<file path="src/hw/xpu_rx_pkg.sv">
// shared rx header constants; byte indices count from the first MPDU octet, fields are little endian
package xpu_rx_pkg;

  // phy byte counter width
  localparam int BYTE_IDX_W = 16;

  typedef logic [47:0] mac_addr_t; // first octet on air sits in bits 7:0

  // first MPDU byte of each header field
  localparam logic [BYTE_IDX_W-1:0] FC_FIRST_BYTE    = BYTE_IDX_W'(0);
  localparam logic [BYTE_IDX_W-1:0] DUR_FIRST_BYTE   = BYTE_IDX_W'(2);
  localparam logic [BYTE_IDX_W-1:0] ADDR1_FIRST_BYTE = BYTE_IDX_W'(4);
  localparam logic [BYTE_IDX_W-1:0] ADDR2_FIRST_BYTE = BYTE_IDX_W'(10);
  localparam logic [BYTE_IDX_W-1:0] ADDR3_FIRST_BYTE = BYTE_IDX_W'(16);

  localparam logic [BYTE_IDX_W-1:0] ADDR_BYTES = BYTE_IDX_W'(6); // octets per address

  // complete addresses seen so far, 0 to 3
  localparam int ADDR_CNT_W = 2;

  // filter config bits
  localparam int FILTER_CFG_W    = 5;
  localparam int FLT_ALL_BIT     = 0; // pass everything
  localparam int FLT_UNICAST_BIT = 1; // addr1 is self
  localparam int FLT_BCAST_BIT   = 2; // addr1 is broadcast
  localparam int FLT_BSSID_BIT   = 3; // addr3 is own bss
  localparam int FLT_BAD_FCS_BIT = 4; // let fcs errors through

  // header records held between parser and filter
  localparam int RX_FIFO_DEPTH = 4;

endpackage

</file>
<file path="src/hw/rx_hdr_if.sv">
// one parsed header record with valid/ready; fields must hold steady while valid waits for ready
`timescale 1ns/100ps

interface rx_hdr_if;
  import xpu_rx_pkg::*;

  logic                  valid;
  logic                  ready;
  logic [15:0]           fc;       // frame control
  logic [15:0]           duration;
  mac_addr_t             addr1;    // receiver
  mac_addr_t             addr2;    // transmitter
  mac_addr_t             addr3;
  logic [ADDR_CNT_W-1:0] addr_cnt; // complete addresses in the record
  logic                  fcs_ok;

  modport src (
    output valid, fc, duration, addr1, addr2, addr3, addr_cnt, fcs_ok,
    input  ready
  );

  modport dst (
    input  valid, fc, duration, addr1, addr2, addr3, addr_cnt, fcs_ok,
    output ready
  );

endinterface

</file>
<file path="src/hw/mac_hdr_parse.sv">
// parses fc, duration and addr1..3 only; a frame ending while a record still waits is dropped
`timescale 1ns/100ps

module mac_hdr_parse (
  input  logic                              s00_axi_aclk,
  input  logic                              rst_n_i,
  input  logic [7:0]                        byte_in_i,
  input  logic                              byte_in_strobe_i,
  input  logic [xpu_rx_pkg::BYTE_IDX_W-1:0] byte_count_i,
  input  logic                              pkt_header_valid_strobe_i,
  input  logic                              fcs_in_strobe_i,
  input  logic                              fcs_ok_i,
  rx_hdr_if.src                             hdr_o,
  output logic [7:0]                        drop_cnt_o
);
  import xpu_rx_pkg::*;

  localparam logic [BYTE_IDX_W-1:0] ADDR_LAST_OFF = ADDR_BYTES - BYTE_IDX_W'(1);
  localparam logic [BYTE_IDX_W-1:0] ADDR_FIRST [3] =
    '{ADDR1_FIRST_BYTE, ADDR2_FIRST_BYTE, ADDR3_FIRST_BYTE};

  // frame under reception
  logic [15:0]           fc_q;
  logic [15:0]           dur_q;
  mac_addr_t             addr_q [3];
  logic [ADDR_CNT_W-1:0] addr_cnt_q;
  logic [BYTE_IDX_W-1:0] fc_off;
  logic [BYTE_IDX_W-1:0] dur_off;
  logic [BYTE_IDX_W-1:0] addr_off [3];

  // record handed to the queue
  logic                  hold_vld_q;
  logic [15:0]           hold_fc_q;
  logic [15:0]           hold_dur_q;
  mac_addr_t             hold_addr_q [3];
  logic [ADDR_CNT_W-1:0] hold_cnt_q;
  logic                  hold_fcs_ok_q;
  logic                  fire;

  // offsets wrap to large values below the field start, so one compare per field
  always_comb begin
    fc_off  = byte_count_i - FC_FIRST_BYTE;
    dur_off = byte_count_i - DUR_FIRST_BYTE;
    for (int i = 0; i < 3; i++) begin
      addr_off[i] = byte_count_i - ADDR_FIRST[i];
    end
  end

  always_ff @(posedge s00_axi_aclk or negedge rst_n_i) begin
    if (!rst_n_i) begin
      fc_q       <= '0;
      dur_q      <= '0;
      addr_cnt_q <= '0;
      for (int i = 0; i < 3; i++) begin
        addr_q[i] <= '0;
      end
    end else if (pkt_header_valid_strobe_i) begin // new frame starts from zero
      fc_q       <= '0;
      dur_q      <= '0;
      addr_cnt_q <= '0;
      for (int i = 0; i < 3; i++) begin
        addr_q[i] <= '0;
      end
    end else if (byte_in_strobe_i) begin
      if (fc_off[BYTE_IDX_W-1:1] == '0) begin
        fc_q[{fc_off[0], 3'b000} +: 8] <= byte_in_i;
      end
      if (dur_off[BYTE_IDX_W-1:1] == '0) begin
        dur_q[{dur_off[0], 3'b000} +: 8] <= byte_in_i;
      end
      for (int i = 0; i < 3; i++) begin
        if (addr_off[i] < ADDR_BYTES) begin
          addr_q[i][{addr_off[i][2:0], 3'b000} +: 8] <= byte_in_i;
          if (addr_off[i] == ADDR_LAST_OFF) begin
            addr_cnt_q <= ADDR_CNT_W'(i + 1); // address complete
          end
        end
      end
    end
  end

  assign fire = hdr_o.valid && hdr_o.ready;

  always_ff @(posedge s00_axi_aclk or negedge rst_n_i) begin
    if (!rst_n_i) begin
      hold_vld_q    <= 1'b0;
      hold_fc_q     <= '0;
      hold_dur_q    <= '0;
      hold_cnt_q    <= '0;
      hold_fcs_ok_q <= 1'b0;
      drop_cnt_o    <= '0;
      for (int i = 0; i < 3; i++) begin
        hold_addr_q[i] <= '0;
      end
    end else if (fcs_in_strobe_i && hold_vld_q && !hdr_o.ready) begin
      if (drop_cnt_o != 8'hff) begin
        drop_cnt_o <= drop_cnt_o + 8'd1; // saturating
      end
    end else if (fcs_in_strobe_i) begin
      hold_vld_q    <= 1'b1;
      hold_fc_q     <= fc_q;
      hold_dur_q    <= dur_q;
      hold_cnt_q    <= addr_cnt_q;
      hold_fcs_ok_q <= fcs_ok_i;
      hold_addr_q   <= addr_q;
    end else if (fire) begin
      hold_vld_q <= 1'b0;
    end
  end

  assign hdr_o.valid    = hold_vld_q;
  assign hdr_o.fc       = hold_fc_q;
  assign hdr_o.duration = hold_dur_q;
  assign hdr_o.addr1    = hold_addr_q[0];
  assign hdr_o.addr2    = hold_addr_q[1];
  assign hdr_o.addr3    = hold_addr_q[2];
  assign hdr_o.addr_cnt = hold_cnt_q;
  assign hdr_o.fcs_ok   = hold_fcs_ok_q;

  // queue back-pressure must never disturb a waiting record
  hold_stable_a: assert property (@(posedge s00_axi_aclk) disable iff (!rst_n_i)
    hdr_o.valid && !hdr_o.ready |=> hdr_o.valid && $stable({hdr_o.fc, hdr_o.duration,
      hdr_o.addr1, hdr_o.addr2, hdr_o.addr3, hdr_o.addr_cnt, hdr_o.fcs_ok}));

endmodule

</file>
<file path="src/hw/rx_hdr_fifo.sv">
// in-order header queue of RX_FIFO_DEPTH records; output is taken straight from the storage array
`timescale 1ns/100ps

module rx_hdr_fifo (
  input  logic  s00_axi_aclk,
  input  logic  rst_n_i,
  rx_hdr_if.dst wr,
  rx_hdr_if.src rd
);
  import xpu_rx_pkg::*;

  localparam int PTR_W = $clog2(RX_FIFO_DEPTH);
  localparam int CNT_W = $clog2(RX_FIFO_DEPTH + 1);

  typedef struct packed {
    logic [15:0]           fc;
    logic [15:0]           duration;
    mac_addr_t             addr1;
    mac_addr_t             addr2;
    mac_addr_t             addr3;
    logic [ADDR_CNT_W-1:0] addr_cnt;
    logic                  fcs_ok;
  } hdr_rec_t;

  hdr_rec_t         mem [RX_FIFO_DEPTH];
  hdr_rec_t         rd_rec;
  logic [PTR_W-1:0] wr_ptr_q;
  logic [PTR_W-1:0] rd_ptr_q;
  logic [CNT_W-1:0] cnt_q;   // records stored
  logic             wr_fire;
  logic             rd_fire;

  function automatic logic [PTR_W-1:0] ptr_next(input logic [PTR_W-1:0] ptr);
    ptr_next = (ptr == PTR_W'(RX_FIFO_DEPTH - 1)) ? '0 : ptr + 1'b1;
  endfunction

  assign wr.ready = (cnt_q != CNT_W'(RX_FIFO_DEPTH)); // low only when full
  assign wr_fire  = wr.valid && wr.ready;
  assign rd.valid = (cnt_q != '0);
  assign rd_fire  = rd.valid && rd.ready;

  always_ff @(posedge s00_axi_aclk) begin
    if (wr_fire) begin
      mem[wr_ptr_q] <= {wr.fc, wr.duration, wr.addr1, wr.addr2, wr.addr3, wr.addr_cnt, wr.fcs_ok};
    end
  end

  always_ff @(posedge s00_axi_aclk or negedge rst_n_i) begin
    if (!rst_n_i) begin
      wr_ptr_q <= '0;
      rd_ptr_q <= '0;
      cnt_q    <= '0;
    end else begin
      if (wr_fire) wr_ptr_q <= ptr_next(wr_ptr_q);
      if (rd_fire) rd_ptr_q <= ptr_next(rd_ptr_q);
      if (wr_fire && !rd_fire) begin
        cnt_q <= cnt_q + 1'b1;
      end else if (rd_fire && !wr_fire) begin
        cnt_q <= cnt_q - 1'b1;
      end
    end
  end

  assign rd_rec      = mem[rd_ptr_q];
  assign rd.fc       = rd_rec.fc;
  assign rd.duration = rd_rec.duration;
  assign rd.addr1    = rd_rec.addr1;
  assign rd.addr2    = rd_rec.addr2;
  assign rd.addr3    = rd_rec.addr3;
  assign rd.addr_cnt = rd_rec.addr_cnt;
  assign rd.fcs_ok   = rd_rec.fcs_ok;

  cnt_bound_a: assert property (@(posedge s00_axi_aclk) disable iff (!rst_n_i)
    cnt_q <= CNT_W'(RX_FIFO_DEPTH));

  // full and not drained, so nothing may land next cycle
  full_no_wr_a: assert property (@(posedge s00_axi_aclk) disable iff (!rst_n_i)
    cnt_q == CNT_W'(RX_FIFO_DEPTH) && !rd_fire |=> cnt_q == CNT_W'(RX_FIFO_DEPTH)
      && $stable(wr_ptr_q));

endmodule

</file>
<file path="src/hw/rx_filter.sv">
// address filter with one output register; the bssid rule needs all three addresses
`timescale 1ns/100ps

module rx_filter (
  input  logic                                s00_axi_aclk,
  input  logic                                rst_n_i,
  rx_hdr_if.dst                               hdr_i,
  input  xpu_rx_pkg::mac_addr_t               self_mac_addr_i,
  input  xpu_rx_pkg::mac_addr_t               self_bssid_i,
  input  logic [xpu_rx_pkg::FILTER_CFG_W-1:0] filter_cfg_i,
  output logic                                rx_valid_o,
  input  logic                                rx_ready_i,
  output logic [15:0]                         fc_o,
  output logic [15:0]                         duration_o,
  output xpu_rx_pkg::mac_addr_t               addr1_o,
  output xpu_rx_pkg::mac_addr_t               addr2_o,
  output logic                                pkt_for_me_o,
  output logic                                block_rx_dma_o
);
  import xpu_rx_pkg::*;

  logic has_addr1;
  logic for_me;
  logic is_bcast;
  logic is_bss;
  logic cfg_match;
  logic pass;
  logic take;

  assign has_addr1 = (hdr_i.addr_cnt != '0);
  assign for_me    = has_addr1 && (hdr_i.addr1 == self_mac_addr_i);
  assign is_bcast  = has_addr1 && (hdr_i.addr1 == '1);
  assign is_bss    = (hdr_i.addr_cnt == ADDR_CNT_W'(3)) && (hdr_i.addr3 == self_bssid_i);

  always_comb begin
    cfg_match = filter_cfg_i[FLT_ALL_BIT]
             || (filter_cfg_i[FLT_UNICAST_BIT] && for_me)
             || (filter_cfg_i[FLT_BCAST_BIT] && is_bcast)
             || (filter_cfg_i[FLT_BSSID_BIT] && is_bss);
    pass = (hdr_i.fcs_ok || filter_cfg_i[FLT_BAD_FCS_BIT]) && cfg_match;
  end

  // take a new record when empty or being drained this cycle
  assign hdr_i.ready = !rx_valid_o || rx_ready_i;
  assign take        = hdr_i.valid && hdr_i.ready;

  always_ff @(posedge s00_axi_aclk or negedge rst_n_i) begin
    if (!rst_n_i) begin
      rx_valid_o     <= 1'b0;
      fc_o           <= '0;
      duration_o     <= '0;
      addr1_o        <= '0;
      addr2_o        <= '0;
      pkt_for_me_o   <= 1'b0;
      block_rx_dma_o <= 1'b0;
    end else if (take) begin
      rx_valid_o     <= 1'b1;
      fc_o           <= hdr_i.fc;
      duration_o     <= hdr_i.duration;
      addr1_o        <= hdr_i.addr1;
      addr2_o        <= hdr_i.addr2; // zero on short frames
      pkt_for_me_o   <= for_me;
      block_rx_dma_o <= !pass;
    end else if (rx_ready_i) begin
      rx_valid_o <= 1'b0; // drained
    end
  end

  out_stable_a: assert property (@(posedge s00_axi_aclk) disable iff (!rst_n_i)
    rx_valid_o && !rx_ready_i |=> rx_valid_o && $stable({fc_o, duration_o, addr1_o,
      addr2_o, pkt_for_me_o, block_rx_dma_o}));

endmodule

</file>
<file path="src/hw/xpu_rx_top.sv">
// rx header path top; holds RX_FIFO_DEPTH + 2 records under back-pressure, further frames count as drops
`timescale 1ns/100ps

module xpu_rx_top (
  input  logic                                s00_axi_aclk,
  input  logic                                rst_n_i,
  // phy byte stream
  input  logic [7:0]                          byte_in_i,
  input  logic                                byte_in_strobe_i,
  input  logic [xpu_rx_pkg::BYTE_IDX_W-1:0]   byte_count_i,
  input  logic                                pkt_header_valid_strobe_i,
  input  logic                                fcs_in_strobe_i,
  input  logic                                fcs_ok_i,
  // filter setup, static during traffic
  input  xpu_rx_pkg::mac_addr_t               self_mac_addr_i,
  input  xpu_rx_pkg::mac_addr_t               self_bssid_i,
  input  logic [xpu_rx_pkg::FILTER_CFG_W-1:0] filter_cfg_i,
  // filtered header out
  output logic                                rx_valid_o,
  input  logic                                rx_ready_i,
  output logic [15:0]                         fc_o,
  output logic [15:0]                         duration_o,
  output xpu_rx_pkg::mac_addr_t               addr1_o,
  output xpu_rx_pkg::mac_addr_t               addr2_o,
  output logic                                pkt_for_me_o,
  output logic                                block_rx_dma_o,
  output logic [7:0]                          drop_cnt_o
);

  rx_hdr_if hdr_raw ();  // parser to queue
  rx_hdr_if hdr_q ();    // queue to filter

  mac_hdr_parse u_mac_hdr_parse (
    .s00_axi_aclk              (s00_axi_aclk),
    .rst_n_i                   (rst_n_i),
    .byte_in_i                 (byte_in_i),
    .byte_in_strobe_i          (byte_in_strobe_i),
    .byte_count_i              (byte_count_i),
    .pkt_header_valid_strobe_i (pkt_header_valid_strobe_i),
    .fcs_in_strobe_i           (fcs_in_strobe_i),
    .fcs_ok_i                  (fcs_ok_i),
    .hdr_o                     (hdr_raw.src),
    .drop_cnt_o                (drop_cnt_o)
  );

  rx_hdr_fifo u_rx_hdr_fifo (
    .s00_axi_aclk (s00_axi_aclk),
    .rst_n_i      (rst_n_i),
    .wr           (hdr_raw.dst),
    .rd           (hdr_q.src)
  );

  rx_filter u_rx_filter (
    .s00_axi_aclk    (s00_axi_aclk),
    .rst_n_i         (rst_n_i),
    .hdr_i           (hdr_q.dst),
    .self_mac_addr_i (self_mac_addr_i),
    .self_bssid_i    (self_bssid_i),
    .filter_cfg_i    (filter_cfg_i),
    .rx_valid_o      (rx_valid_o),
    .rx_ready_i      (rx_ready_i),
    .fc_o            (fc_o),
    .duration_o      (duration_o),
    .addr1_o         (addr1_o),
    .addr2_o         (addr2_o),
    .pkt_for_me_o    (pkt_for_me_o),
    .block_rx_dma_o  (block_rx_dma_o)
  );

endmodule

</file>
<file path="config.mk">
export PLATFORM = sky130hd
export DESIGN_NAME = xpu_rx_top
export DESIGN_NICKNAME = d
export VERILOG_FILES = /design/src/hw/xpu_rx_pkg.sv /design/src/hw/rx_hdr_if.sv /design/src/hw/mac_hdr_parse.sv /design/src/hw/rx_hdr_fifo.sv /design/src/hw/rx_filter.sv /design/src/hw/xpu_rx_top.sv
export SDC_FILE = /design/constraint.sdc
export NUM_CORES = 1
export LEC_CHECK = 0
export ABC_AREA = 1
export BUFFER_PORTS_ARGS = -buffer_cell sky130_fd_sc_hd__buf_4
export CORE_ASPECT_RATIO = 0.9
export CORE_MARGIN = 3
export CORE_UTILIZATION = 57
export DETAILED_ROUTE_END_ITERATION = 8
export GPL_TIMING_DRIVEN = 0
export PLACE_DENSITY = 0.73
export RECOVER_POWER = 50
export SETUP_SLACK_MARGIN = 0.5
export SYNTH_ARGS = -nofsm -noshare
export SYNTH_HDL_FRONTEND = slang
export SYNTH_HIERARCHICAL = 1
export SYNTH_SLANG_ARGS = --single-unit
</file>
<file path="constraint.sdc">
create_clock -name s00_axi_aclk -period 12.94 [get_ports s00_axi_aclk]
set_clock_uncertainty 0.05 [all_clocks]
set_input_delay 2.588 -clock s00_axi_aclk [delete_from_list [all_inputs] [get_ports s00_axi_aclk]]
set_output_delay 2.588 -clock s00_axi_aclk [all_outputs]
set_load 0.01 [all_outputs]
</file>
==> summary.md <==
| Metric | Value |
|---|---|
| Switching share of power | 35.2% |
| CTS tree | built |
| DP HPWL | 92800 um |
| DR vias | 35500 |
| CTS Buffer Depth | 3 |
| Post-CTS setup buffer count | 0 |
| Sequential share of power | 40.7% |
| Top-count cell post-synth | nand2_1 |
| Starting Density | 57.9% |
| Leading area contributor after synthesis | edfxtp_1 |
| Pleak | 0.0272 uW |
| Avg WL per Cell | 21.0 um |
| DRT Pass-1 Iters | 6 |
| Cells after synthesis | 4651 |
| Final Max Slew Viols | 542 |
| Initial DRC count | 3669 |
| CTS sink count | 1220 |
| Post-DP Area | 0.0563 mm^2 |
| H-tree lvl count | 3 |
| Design internal power | 8310 uW |
| Crit start category | flop |
| Post-layout instance area | 0.0598 mm^2 |
| Hold-fix buffers, CTS | 0 |
| Post-synth EDFFs | 716 |
| Worst r2r src | u_rx_hdr_fifo/cnt_q[0] |
| Least-Margin Pin Slew | 4.10 ns |
| Rows | 104 |
| Syn. warnings | 6 |
| Die span in y | 293 um |
| CP startpoint | u_rx_hdr_fifo/cnt_q[0] |
| Global-route wire length before repair | 205000 um |
| Comb power frac | 32.4% |
| R2R Setup Slk | 7.10 ns |
| CTS resizes | 0 |
| Pwr dens | 214 mW/mm^2 |
| Gr usage total | 28.2% |
| Status | complete, but fails checks |
| Antenna violations before repair | 14 |
| Slew margin rel. | -174% |
| Pin count of the biggest net entering global routing | 124 |
| Syn avg cell area | 11.2 um^2 |
| Core footprint | 0.0899 mm^2 |
| Nets | 5227 |
| Root Buffer | clkbuf_16 |
| Worst-Skew Late Latency | 0.71 ns |
| Overflow after GRT | 0 |
| DP Cell Count | 6169 |
| Critical path required time | 13.17 ns |
| DRC Markers | 0 |
| Setup crit end | u_rx_hdr_fifo/mem[2][96] |
| Top cell type's share of synthesized area | 41.3% |
| CTS buffer count | 119 |
| Routed WL | 135000 um |
| I/O pins | 271 |
| Top cells by area, synth | edfxtp_1 41%, dfrtp_1 24%, nand2_1 10%, mux2_2 3.9%, inv_1 3.9% |
| Shortest period the worst path allows | 5.84 ns |
| Area delta synth->final | 15.0% |
| Failing checks | capacitance limit, slew limit |
| Full die area | 0.0949 mm^2 |
| HP Start | u_mac_hdr_parse/addr_q[138] |
| Post-route non-filler standard cell count | 6405 |
| Worst r2r path cells | 7 |
| Vias in the first global route | 34700 |
| Asr flop ratio synth | 41.3% |
| WP data arrival | 6.07 ns |
| Final count of negative-setup-slack endpoints | 0 |
| Crit share post-route | 45.2% |
| Largest fanout on the critical path | 29 |
| Share of cells above drive strength 1 | 17.9% |
| Sequential fraction of the synthesis area | 65.6% |
| #FFs+latches synth | 1220 |
| Main synth FF type | edfxtp_1 |
| Clock network power share | 26.8% |
| Fmax | 0.171 GHz |
| Top cells by instance count after synthesis | 1412 x nand2_1, 716 x edfxtp_1, 535 x inv_1 |
| Total of max-cap violations | 20 |
| Port buffer count | 267 |
| Fill cell count | 6666 |
| Placer congestion estimate | 0.944 |
| Unique masters post-synth | 41 |
| Worst VDD drop | 0.000125 V |
| Drt via density | 5.54 |
| WS Path Type | flop to flop |
| Synthesized Nets | 4807 |
| Hold Crit Class | flop to flop |
| Reg clk slew, reported paths | 0.06 ns |
| Final ANT Viol Nets | 0 |
| Reg2reg end | u_rx_hdr_fifo/mem[2][96] |
| Critical Path End Type | flop |
| Hold Fails Final Rpt | 0 |
| Switching power | 4510 uW |
| Synthesized area | 0.0520 mm^2 |
| Chip width | 324 um |
| RSZ-0062 raised after global routing | no |
-- through the flow --
stage	setup TNS [ns]	setup WS [ns]	power [uW]	util [%]	hold WS (ns)
floorplan	0	4.00	7970	-	0.388
global placement	-1476.10	-2.24	9590	61.8	0.405
detailed placement	0	6.60	9520	62.6	0.408
CTS	0	7.35	13000	67.0	0.424
global route	0	6.46	13500	66.5	0.438
finish	0	7.10	12800	66.6	0.421
-- how the worst min path moves through the flow --
stage                                   to  slack (ns)  depth (start not counted)
2_1_floorplan  u_mac_hdr_parse/addr_q[112]        0.39                          2
3_3_place_gp      u_mac_hdr_parse/dur_q[8]        0.41                          2
3_5_place_dp      u_mac_hdr_parse/dur_q[8]        0.41                          2
4_1_cts          u_mac_hdr_parse/dur_q[12]        0.42                          2
5_1_grt        u_mac_hdr_parse/addr_q[138]        0.44                          2
6_report       u_mac_hdr_parse/addr_q[138]        0.42                          2
-- cell families (layout without fill, tap and decap cells) --
| family | Yosys count | count (layout) | share of synthesized area, % |
|---|---|---|---|
| xor gates and xnor gates | 64 | 64 | 1.08 |
| AOI/OAI and AO/OA | 445 | 445 | 6.98 |
| adders and majority gates | 24 | 24 | 0.592 |
| DFF | 1220 | 1220 | 65.6 |
| and+or+nand+nor | 1960 | 1960 | 15.7 |
| other | 0 | 8 | 0 |
| buffers and inverters | 759 | 1286 | 6.21 |
| muxes | 179 | 179 | 3.87 |
-- flip-flops by register name, summed over array words and instances, names as in the netlist, 48 cells and up --
register,count
u_rx_hdr_fifo/mem,716
u_rx_filter/addr2_o,48
u_mac_hdr_parse/hdr_o.addr3,48
u_mac_hdr_parse/addr_q,144
u_mac_hdr_parse/hdr_o.addr1,48
u_rx_filter/addr1_o,48
u_mac_hdr_parse/hdr_o.addr2,48
-- placed cells by master (no fill, tap or decap), types with 4 or more instances in the layout --
cell / n
nand2_1: 1412
edfxtp_1: 716
inv_1: 535
dfrtp_1: 504
buf_4: 282
o211ai_1: 259
nand3_1: 195
mux2_2: 179
nor2_1: 169
clkbuf_16: 121
clkbuf_1: 112
buf_2: 102
o211ai_2: 100
nand4_1: 86
o21ai_0: 50
nor3_1: 43
xnor2_1: 42
o21ai_1: 29
buf_6: 25
ha_1: 23
xor2_1: 22
clkinv_2: 21
clkbuf_8: 20
nor4_1: 17
clkinv_1: 15
buf_1: 12
diode_2: 8
bufinv_16: 7
buf_12: 7
nor2_2: 6
nand2_2: 6
clkinvlp_4: 5
inv_4: 5
nor2_4: 5
nand4_4: 5
a21oi_1: 5
clkinv_8: 4
buf_16: 4
nand3_2: 4
nand2_4: 4
-- layer usage --
layer	global-route usage, %	part of all wire [%]
met2	44.7	46
met4	9.36	3.3
met1	39.4	42
met3	5.89	8.8
met5	0	0.079
-- critical path, stage by stage (launching register included) --
cell and delay [ns]:
dfrtp_1 0.41, inv_1 0.08, nand3_1 0.18, nand2_1 0.20
nor2_1 0.39, clkbuf_1 1.31, clkbuf_1 1.30, clkbuf_1 1.43
-- cell type report --
| cell class | count | area (um^2) | area share, % |
|---|---|---|---|
| inverters | 542 | 2040 | 3.40 |
| plain buffers | 217 | 1190 | 1.99 |
| repair buffers | 299 | 2330 | 3.89 |
| well taps | 1219 | 1530 | 2.55 |
| flip-flops and latches | 1220 | 34100 | 57.0 |
| clock buffers | 171 | 3420 | 5.72 |
| clock inverters | 57 | 523 | 0.874 |
| multi-input cells | 2672 | 14700 | 24.5 |
| diodes | 8 | 20.0 | 0.0335 |
-- power by group through the flow --
stage | sequential (uW) | clock (uW) | combinational (uW)
after floorplan | 5480 | 0 | 2490
after global placement | 5560 | 0 | 4020
after detailed placement | 5280 | 0 | 4240
after CTS | 5200 | 3490 | 4270
after global routing | 5290 | 3640 | 4570
final | 5220 | 3440 | 4160
Power figures use the tool's default switching activity.
